File: src/source/audio_config.svh
`ifndef AUDIO_CONFIG_SVH
`define AUDIO_CONFIG_SVH

// ym2149 channel level and per side sum
`define AUDIO_YM_BITS 8
`define AUDIO_SUM_BITS 10

// ste dma sound sample, unsigned
`define AUDIO_DMA_BITS 8

// mixed sample fed to the sigma-delta dac
`define AUDIO_MIX_BITS 15

// left and right
`define AUDIO_NUM_CHAN 2

// clk_32 cycles per 2 mhz psg enable
`define AUDIO_CE_DIV 16

// midpoints removed before mixing
`define AUDIO_YM_BIAS 512
`define AUDIO_DMA_BIAS 128

`endif

File: src/source/audio_ctrl_pkg.sv
`default_nettype none

package audio_ctrl_pkg;

	// psg routing, stereo puts a on the left and c on the right
	typedef enum logic {PSG_MONO = 1'b0, PSG_STEREO = 1'b1} psg_mode_e;

	// index of a side in the per side arrays
	typedef enum logic {SIDE_LEFT = 1'b0, SIDE_RIGHT = 1'b1} chan_side_e;

endpackage

`default_nettype wire

File: src/source/audio_types_pkg.sv
`default_nettype none

`include "audio_config.svh"

package audio_types_pkg;

	// single psg channel level from the ym2149
	typedef logic [`AUDIO_YM_BITS-1:0] ym_level_t;

	// sum of up to three psg channels, wraps at 10 bits
	typedef logic [`AUDIO_SUM_BITS-1:0] ym_sum_t;

	// dma sound sample, offset binary around 128
	typedef logic [`AUDIO_DMA_BITS-1:0] dma_sample_t;

	// two's complement mix of psg and dma
	typedef logic signed [`AUDIO_MIX_BITS-1:0] mix_sample_t;

	// modulator accumulator, one bit per mix bit
	// carry out of it is the dac bit
	typedef logic [`AUDIO_MIX_BITS-1:0] dac_acc_t;

endpackage

`default_nettype wire

File: src/source/audio_chan_if.sv
`default_nettype none
`timescale 1ns/1ps

// one side of the audio path
interface audio_chan_if;

	audio_types_pkg::ym_sum_t     ym_sum;     // psg sum for this side
	audio_types_pkg::dma_sample_t dma_snd;    // dma sample for this side
	logic                         sample_stb; // one cycle, new sum and sample
	audio_types_pkg::mix_sample_t mix;        // signed mix, held between strobes
	logic                         mix_stb;    // one cycle after sample_stb

	// router side, issues new samples at psg rate
	modport router (output ym_sum, output dma_snd, output sample_stb);

	// mixer takes samples and hands on the mix
	modport mixer (input ym_sum, input dma_snd, input sample_stb,
		output mix, output mix_stb);

	// dac reads mix every clk_32 cycle, no handshake
	modport dac (input mix);

endinterface

`default_nettype wire

File: src/source/audio_channel_mix.sv
`default_nettype none
`timescale 1ns/1ps

`include "audio_config.svh"

// psg plus dma mix for one side, identical for left and right
module audio_channel_mix (
	input wire          clk_32,
	input wire          xsint,    // async, active low
	audio_chan_if.mixer chan_io
);

	// low bits filled from the top of each signed value
	localparam int YM_FILL  = `AUDIO_MIX_BITS - 1 - `AUDIO_SUM_BITS;
	localparam int DMA_FILL = `AUDIO_MIX_BITS - 1 - `AUDIO_DMA_BITS;

	audio_types_pkg::ym_sum_t     ym_signed;   // psg sum around zero
	audio_types_pkg::dma_sample_t dma_signed;  // dma sample around zero
	audio_types_pkg::mix_sample_t ym_exp;
	audio_types_pkg::mix_sample_t dma_exp;
	audio_types_pkg::mix_sample_t mix_q;
	logic                         mix_stb_q;

	// offset binary to two's complement
	assign ym_signed  = chan_io.ym_sum - audio_types_pkg::ym_sum_t'(`AUDIO_YM_BIAS);
	assign dma_signed = chan_io.dma_snd - audio_types_pkg::dma_sample_t'(`AUDIO_DMA_BIAS);

	// sign bit, value, then top bits repeated so full scale reaches the rail
	assign ym_exp = {ym_signed[`AUDIO_SUM_BITS-1], ym_signed,
		ym_signed[`AUDIO_SUM_BITS-1 -: YM_FILL]};          // x16 plus fill
	assign dma_exp = {dma_signed[`AUDIO_DMA_BITS-1], dma_signed,
		dma_signed[`AUDIO_DMA_BITS-1 -: DMA_FILL]};        // x64 plus fill

	always_ff @(posedge clk_32 or negedge xsint) begin
		if (!xsint) begin
			mix_q     <= '0;     // signed zero, dac idles at half scale
			mix_stb_q <= 1'b0;
		end else begin
			if (chan_io.sample_stb)
				mix_q <= ym_exp + dma_exp;  // wraps at 15 bits
			mix_stb_q <= chan_io.sample_stb;
		end
	end

	assign chan_io.mix     = mix_q;
	assign chan_io.mix_stb = mix_stb_q;

endmodule

`default_nettype wire

File: src/source/psg_stereo_router.sv
`default_nettype none
`timescale 1ns/1ps

`include "audio_config.svh"

module psg_stereo_router (
	input  wire                                clk_32,
	input  wire                                xsint,        // async, active low
	input  wire audio_types_pkg::ym_level_t    ym_a_i,       // psg channel a
	input  wire audio_types_pkg::ym_level_t    ym_b_i,       // psg channel b, both sides
	input  wire audio_types_pkg::ym_level_t    ym_c_i,       // psg channel c
	input  wire audio_types_pkg::dma_sample_t  dma_snd_l_i,
	input  wire audio_types_pkg::dma_sample_t  dma_snd_r_i,
	input  wire audio_ctrl_pkg::psg_mode_e     psg_stereo_i,
	audio_chan_if.router                       chan_o [`AUDIO_NUM_CHAN]
);

	localparam int CNT_BITS = $clog2(`AUDIO_CE_DIV);

	logic [CNT_BITS-1:0]          ce_cnt;   // free running psg divider
	logic                         psg_ce;   // 2 mhz enable, one cycle wide
	logic                         stb_q;    // sample strobe to both sides
	audio_types_pkg::ym_sum_t     ab_sum;
	audio_types_pkg::ym_sum_t     cb_sum;
	audio_types_pkg::ym_sum_t     abc_sum;
	audio_types_pkg::ym_sum_t     side_sum [`AUDIO_NUM_CHAN];
	audio_types_pkg::dma_sample_t side_dma [`AUDIO_NUM_CHAN];
	audio_types_pkg::ym_sum_t     sum_q    [`AUDIO_NUM_CHAN];
	audio_types_pkg::dma_sample_t dma_q    [`AUDIO_NUM_CHAN];

	// last count of the divider
	assign psg_ce = (ce_cnt == CNT_BITS'(`AUDIO_CE_DIV - 1));

	always_ff @(posedge clk_32 or negedge xsint) begin
		if (!xsint) begin
			ce_cnt <= '0;
			stb_q  <= 1'b0;
		end else begin
			ce_cnt <= psg_ce ? '0 : ce_cnt + 1'b1;
			stb_q  <= psg_ce;  // sums land together with the strobe
		end
	end

	// channel sums, carries above bit 9 are dropped
	assign ab_sum  = audio_types_pkg::ym_sum_t'(ym_a_i) + audio_types_pkg::ym_sum_t'(ym_b_i);
	assign cb_sum  = audio_types_pkg::ym_sum_t'(ym_c_i) + audio_types_pkg::ym_sum_t'(ym_b_i);
	assign abc_sum = ab_sum + audio_types_pkg::ym_sum_t'(ym_c_i);

	always_comb begin
		if (psg_stereo_i == audio_ctrl_pkg::PSG_STEREO) begin
			side_sum[audio_ctrl_pkg::SIDE_LEFT]  = ab_sum;
			side_sum[audio_ctrl_pkg::SIDE_RIGHT] = cb_sum;
		end else begin
			// mono, same mix on both
			side_sum[audio_ctrl_pkg::SIDE_LEFT]  = abc_sum;
			side_sum[audio_ctrl_pkg::SIDE_RIGHT] = abc_sum;
		end
		side_dma[audio_ctrl_pkg::SIDE_LEFT]  = dma_snd_l_i;
		side_dma[audio_ctrl_pkg::SIDE_RIGHT] = dma_snd_r_i;
	end

	// inputs taken only on the psg enable
	always_ff @(posedge clk_32) begin
		if (psg_ce) begin
			sum_q <= side_sum;
			dma_q <= side_dma;
		end
	end

	for (genvar g = 0; g < `AUDIO_NUM_CHAN; g++) begin : g_side
		assign chan_o[g].ym_sum     = sum_q[g];
		assign chan_o[g].dma_snd    = dma_q[g];
		assign chan_o[g].sample_stb = stb_q;   // both sides in the same cycle
	end

endmodule

`default_nettype wire

File: src/source/sigma_delta_dac.sv
`default_nettype none
`timescale 1ns/1ps

`include "audio_config.svh"

// first order sigma-delta, one modulator per side
module sigma_delta_dac (
	input  wire       clk_32,
	input  wire       xsint,                     // async, active low
	audio_chan_if.dac chan_i [`AUDIO_NUM_CHAN],
	output wire       audio_l_o,                 // left bitstream
	output wire       audio_r_o                  // right bitstream
);

	logic dac_bit [`AUDIO_NUM_CHAN];

	for (genvar g = 0; g < `AUDIO_NUM_CHAN; g++) begin : g_mod
		audio_types_pkg::dac_acc_t offs_bin;   // mix with the sign flipped
		audio_types_pkg::dac_acc_t acc_q;
		logic [`AUDIO_MIX_BITS:0]  acc_sum;    // one extra bit for the carry
		logic                      bit_q;

		// signed zero becomes mid scale
		assign offs_bin = {~chan_i[g].mix[`AUDIO_MIX_BITS-1],
			chan_i[g].mix[`AUDIO_MIX_BITS-2:0]};

		assign acc_sum = {1'b0, acc_q} + {1'b0, offs_bin};

		// new mix taken every cycle
		// ones density over 2^15 cycles equals offs_bin
		always_ff @(posedge clk_32 or negedge xsint) begin
			if (!xsint) begin
				acc_q <= '0;
				bit_q <= 1'b0;
			end else begin
				acc_q <= acc_sum[`AUDIO_MIX_BITS-1:0];
				bit_q <= acc_sum[`AUDIO_MIX_BITS];   // carry out is the output
			end
		end

		assign dac_bit[g] = bit_q;
	end

	assign audio_l_o = dac_bit[audio_ctrl_pkg::SIDE_LEFT];
	assign audio_r_o = dac_bit[audio_ctrl_pkg::SIDE_RIGHT];

endmodule

`default_nettype wire

File: src/source/ste_audio_top.sv
`default_nettype none
`timescale 1ns/1ps

`include "audio_config.svh"

// psg and dma sound to two sigma-delta bitstreams
module ste_audio_top (
	input  wire                               clk_32,
	input  wire                               xsint,        // async, active low
	input  wire audio_types_pkg::ym_level_t   ym_a_i,
	input  wire audio_types_pkg::ym_level_t   ym_b_i,
	input  wire audio_types_pkg::ym_level_t   ym_c_i,
	input  wire audio_types_pkg::dma_sample_t dma_snd_l_i,  // ste dma left
	input  wire audio_types_pkg::dma_sample_t dma_snd_r_i,  // ste dma right
	input  wire audio_ctrl_pkg::psg_mode_e    psg_stereo_i, // mono or stereo psg
	output wire                               audio_l_o,
	output wire                               audio_r_o
);

	// one bundle per side, index by chan_side_e
	audio_chan_if chan_if [`AUDIO_NUM_CHAN] ();

	// divider, input sampling and psg routing
	psg_stereo_router u_router (
		.clk_32       (clk_32),
		.xsint        (xsint),
		.ym_a_i       (ym_a_i),
		.ym_b_i       (ym_b_i),
		.ym_c_i       (ym_c_i),
		.dma_snd_l_i  (dma_snd_l_i),
		.dma_snd_r_i  (dma_snd_r_i),
		.psg_stereo_i (psg_stereo_i),
		.chan_o       (chan_if)
	);

	// same mixer on each side
	for (genvar g = 0; g < `AUDIO_NUM_CHAN; g++) begin : g_mix
		audio_channel_mix u_mix (
			.clk_32  (clk_32),
			.xsint   (xsint),
			.chan_io (chan_if[g])
		);
	end

	// both modulators in one block
	sigma_delta_dac u_dac (
		.clk_32    (clk_32),
		.xsint     (xsint),
		.chan_i    (chan_if),
		.audio_l_o (audio_l_o),
		.audio_r_o (audio_r_o)
	);

endmodule

`default_nettype wire

File: config.mk
export PLATFORM = sky130hd
export DESIGN_NAME = ste_audio_top
export DESIGN_NICKNAME = d
export VERILOG_FILES = /design/src/source/audio_ctrl_pkg.sv /design/src/source/audio_types_pkg.sv /design/src/source/audio_chan_if.sv /design/src/source/audio_channel_mix.sv /design/src/source/psg_stereo_router.sv /design/src/source/sigma_delta_dac.sv /design/src/source/ste_audio_top.sv
export VERILOG_INCLUDE_DIRS = /design/src /design/src/source
export SDC_FILE = /design/constraint.sdc
export NUM_CORES = 1
export LEC_CHECK = 0
export BUFFER_PORTS_ARGS = -buffer_cell sky130_fd_sc_hd__buf_4
export CAP_MARGIN = 20
export CORE_UTILIZATION = 45
export DETAILED_ROUTE_END_ITERATION = 8
export PLACE_DENSITY = 0.61
export SETUP_SLACK_MARGIN = 0.2
export SYNTH_ARGS = -nofsm -noshare
export SYNTH_HDL_FRONTEND = slang
export SYNTH_SLANG_ARGS = --single-unit
File: constraint.sdc
create_clock -name clk_32 -period 2.65 [get_ports clk_32]
set_input_delay 0.3975 -clock clk_32 [delete_from_list [all_inputs] [get_ports clk_32]]
set_output_delay 0.3975 -clock clk_32 [all_outputs]
set_load 0.02 [all_outputs]
# Word level (Yosys, flattened, before mapping)
# Index checks and enable logic that the tools add are counted.
[totals]
ff_bits = 103
output_inout_bits = 2
elab_cells = 29
in_bits = 43
[classes]
bitwise_logic = 2
add_sub_neg = 12
n_eq_ne = 1
muxes = 2
[op_table]
columns = ["operator", "count"]
rows = [
  ["adder 15 x 15 -> 16 bit", 2],
  ["adder 14 x 14 -> 15 bit", 2],
  ["2-to-1 mux 20 bit", 1],
  ["subtractor 10 bit (second input constant)", 2],
  ["adder 8 x 8 -> 9 bit", 2],
  ["subtractor 8 bit (second input constant)", 2],
  ["adder 10 x 8 -> 10 bit", 1],
  ["adder 4 x 1 -> 4 bit (second input constant)", 1],
  ["== test 4 bit (second input constant)", 1],
  ["2-to-1 mux 4 bit", 1],
  ["NOT 1 bit", 2],
]

# Longest topological paths before layout
[depth]
ltp_word = 3
mapped_depth = 13
mapped_depth_nobuf = 13

# By module
# Synthesis repeated with hierarchy kept, for this count alone.
[hier_totals]
cells_unflattened = 659
hier_area_um2 = 7048.0
[by_module_without_submodules]
columns = ["module", "cells_per_inst", "instances", "area_per_inst_um2", "seq_area_each_um2"]
rows = [
  ["psg_stereo_router", 204, 1, 2409.8, 1176.1],
  ["sigma_delta_dac", 198, 1, 2078.2, 800.8],
  ["audio_channel_mix at g_mix[0].u_mix", 129, 1, 1280.0, 400.4],
  ["audio_channel_mix at g_mix[1].u_mix", 128, 1, 1280.0, 400.4],
]

# Worst setup path before layout
# Ideal clock, no wire load.
[synth_timing]
path_type = "input port to flip-flop"
start = "input ym_a_i[0]"
end = "register u_router.sum_q (netlist bit u_router.chan_o[0].ym_sum[7]) (data pin)"
path_buffers = 0
required_ns = 2.396
stages = 12
setup_ns = 0.254
arrival_time_ns = 2.773
setup_slack_ns = -0.377
path_cell_list = "ha_1 > fa_1 > a21o_1 > a211oi_1 > nor2_1 > nor2_1 > xnor2_1 > ha_1 > o21a_1 > o2bb2ai_1 > mux2_1 > a21o_1"
[synth_rtl]
columns = ["item", "line_no", "source"]
rows = [
  ["from (decl)", "ste_audio_top.sv:10", "input wire audio_types_pkg::ym_level_t ym_a_i,"],
  ["to (signal assigned)", "psg_stereo_router.sv:65", "sum_q <= side_sum;"],
  ["to (decl)", "psg_stereo_router.sv:28", "audio_types_pkg::ym_sum_t sum_q [`AUDIO_NUM_CHAN];"],
]

==> metrics.txt <==
Routed Antenna Nets=0; placed wire-length estimate=around 11 mm; asr flop ratio synth=roughly 66%; Initial Util=between 40% and 50%; Synth area leader=dfrtp_1; critical-path cell list=buf_8, ha_4, fa_2, a21o_1, a211oi_2, nor2_1, nor2_2, xnor2_2, ha_1, o21a_1, o2bb2ai_2, mux2_4, a21o_1; most frequent cell after synthesis=ha_1; met1 WL=~7 mm; number of global-route vias before repair=5115; Fin. Hold Viols=0; violated checks=setup timing; detail-routed via count per cell=~5.4; overall power=a little under 8000 uW; initial antenna violation count=0; Req. time, crit path=roughly 2.8 ns; RePlAce Congestion=around 0.89; Worst-Margin Slew=0.859 ns; number of buffers created by CTS=9; gr ovfl total=0; top layer in use=met4; Final Slew Violations=0; post-synthesis register bit count=just over 100; Worst Setup End Kind=register; R2R Path Start=u_router.chan_o[0].ym_sum[6]$_DFFE_PP_; worst skew pair latency=0.35 ns; WL met3=between 200 and 300 um; total of max-cap violations=0; largest family of logic cells by synthesized area=adder cells; top cells by area, synth=dfrtp_1 25%, edfxtp_1 16%, ha_1 16%; placed standard-cell area=7600 um2; simple-gate portion of the synthesized area=approximately 9.7%; vias post-DR=~5000; Worst Hold Class=primary input to async pin; kind of critical path=primary input to register; htree depth=3; average cell area after synthesis=10.5 um2; wire length per cell=between 15 and 20 um; Die X=~120 um; top-area cell type share of the netlist area=approximately a quarter; RSZ-0062 raised after global routing=true; Non-Filler Instances=933; Post-Place Cells=between 900 and 1000; Synth Instances=640; metal2 WL=6.81 mm; Critical Path Start Type=primary input; syn_nets=~770; FMAX=373 MHz; Period minus WS final=2.68 ns; prevailing post-synth register cell=dfrtp_1; Util after Layout=roughly 57%; Final Instance Area=between 8000 and 9000 um2; clk root buf=clkbuf_16; Seq/Total Area, Yosys=40.7%; outcome=finished, violations left; layout cells sized above 1=26.2%; xor-xnor portion of the synthesized cell area=~8.1%; Antenna Cells=0; multiplexer share of the synthesized area=under 10%; crit-path most repeated cell=a21o_1; Synth top cells by count=84 x ha_1, 67 x dfrtp_1, 48 x a21oi_1, 45 x xnor2_1, 44 x nand2_1; Peak VDD IR=roughly 0.37 mV; num ports=between 40 and 50; Site Rows=between 40 and 50; P per Cell Area=~950 nW/um2; TritonCTS clock tree=done; count of final setup violators=3; Arrival @ worst endpoint=between 2 and 3 ns; CP Max Fanout=3; first-pass GRT wire length=between 20 and 25 mm; Synth Cell Area=between 6000 and 7000 um2; post-synthesis cell type count=between 50 and 60; Nets=a little under 900; Static Leak=approximately 0.0037 uW; Syn. warnings=0; DRC violations left=0; highest-delay cell along the critical path=fa_2; DIE HEIGHT=approximately 120 um; initial drt markers=223; Clock Skews=approximately 0.011 ns; # clock sinks=around 100; fin crit share=101%; Core Box Area=14500 um2; clk buf depth=2; Post-synth EDFFs=35; relative slew slack=a little over two fifths; CP peak stage delay=approximately 0.36 ns; post-synthesis adder-cell area fraction=17.8%; Critical Path Start=ym_b_i[0]; Pre-antenna DRT Iters=4; largest net degree at the start of global routing=between 60 and 70; post-layout worst setup margin=-0.0297 ns; area grow syn2layout=23.9%; PortBufs=between 40 and 50; Routed WL=roughly 14 mm; fraction of the mapped netlist area in compound gates=16.7%; Total GRT Usage=between 20% and 30%; Reg clk slew, reported paths=approximately 0.060 ns; die area=about 15000 um2; cts-stage hold buffer count=0
## layout make-up
type | instances | area, um2
repair buffers | 101 | 796
well taps | 184 | 230
fillers | 1253 | 6230
clock buffers | 12 | 258
clock inverters | 3 | 17.5
multi-input cells | 489 | 4120
inverters | 42 | 158
flip-flops and latches | 102 | 2730
## metal layers
layer | track usage (%) | vias up
li1 | - | 2527
met1 | 26.3 | 2421
met2 | 33.2 | 72
met3 | 2.98 | 22
met4 | 8.04 | 0
met5 | 0 | -
## flip-flops by register name, indices dropped and copies added (netlist names)
signal and cells:
u_dac.audio_l_o 1, u_dac.audio_r_o 1, u_router.chan_o.sample_stb 1, u_router.ce_cnt 4
u_router.chan_o.ym_sum 19, u_router.chan_o.dma_snd 16, u_dac.g_mod.acc_q 30, g_mix.u_mix.chan_io.mix 30
## cell families after synthesis
| logic type | count (synthesis) |
|---|---|
| AO/OA/AOI/OAI | 170 |
| AND/OR/NAND/NOR | 141 |
| flip-flops | 102 |
| adder cells (fa/ha/maj) | 91 |
| XOR/XNOR | 62 |
| buffers and inverters | 49 |
| multiplexers | 25 |
## metrics by stage
| stage | setup TNS, ns | hold slack, ns | setup slack, ns |
|---|---|---|---|
| CTS | -0.163 | 0.198 | -0.0495 |
| detailed placement | -3.48 | 0.460 | -0.624 |
| global placement | -2.73 | 0.454 | -0.478 |
| floorplan | -0.782 | 0.102 | -0.198 |
| finish | -0.0734 | 0.148 | -0.0297 |
| global route | -0.463 | 0.207 | -0.122 |
## worst max-delay path, delay by kind of cell
kind,cells,cell delay [ns]
adders and majority gates,3,0.78
muxes,1,0.32
and+or+nand+nor,2,0.20
AOI/OAI and AO/OA,5,0.81
buffers and inverters,1,0.10
xor gates and xnor gates,1,0.15
## power breakdown
group,total [uW],switching [uW],internal (uW)
logic,4210,2150,2060
registers,2410,222,2190
clock network,1240,553,688
## placed cells by master (no fill, tap or decap), types with 21 or more instances in the layout
master	count
buf_4	92
ha_1	77
dfrtp_1	67
nand2_1	43
a21oi_1	41
xnor2_1	41
nor2_1	40
inv_1	40
edfxtp_1	35
a21o_1	23
o21ai_0	21
## final timing paths
kind,to,slack [ns],cells after the start
worst max-delay path,u_router.chan_o[1].ym_sum[7]$_DFFE_PP_,-0.03,13
max in group asynchronous,g_mix[1].u_mix.chan_io.mix[9]$_DFFE_PN0P_,1.92,1
worst min register to register,u_dac.g_mod[1].acc_q[0]$_DFF_PN0_,0.47,1
worst max register to register,g_mix[0].u_mix.chan_io.mix[14]$_DFFE_PN0P_,0.21,10
min in group clk_32,u_router.chan_o[1].dma_snd[0]$_DFFE_PP_,0.23,1
worst min-delay path,u_dac.g_mod[0].acc_q[4]$_DFF_PN0_,0.15,1
## repair_timing
action / in CTS / in global routing
buffers inserted: 6 / 8
setup endpoints to repair: 16 / 24
resized for setup: 25 / 44
pin swaps: 23 / 29
Note: power is estimated with default switching activity, not from simulation.
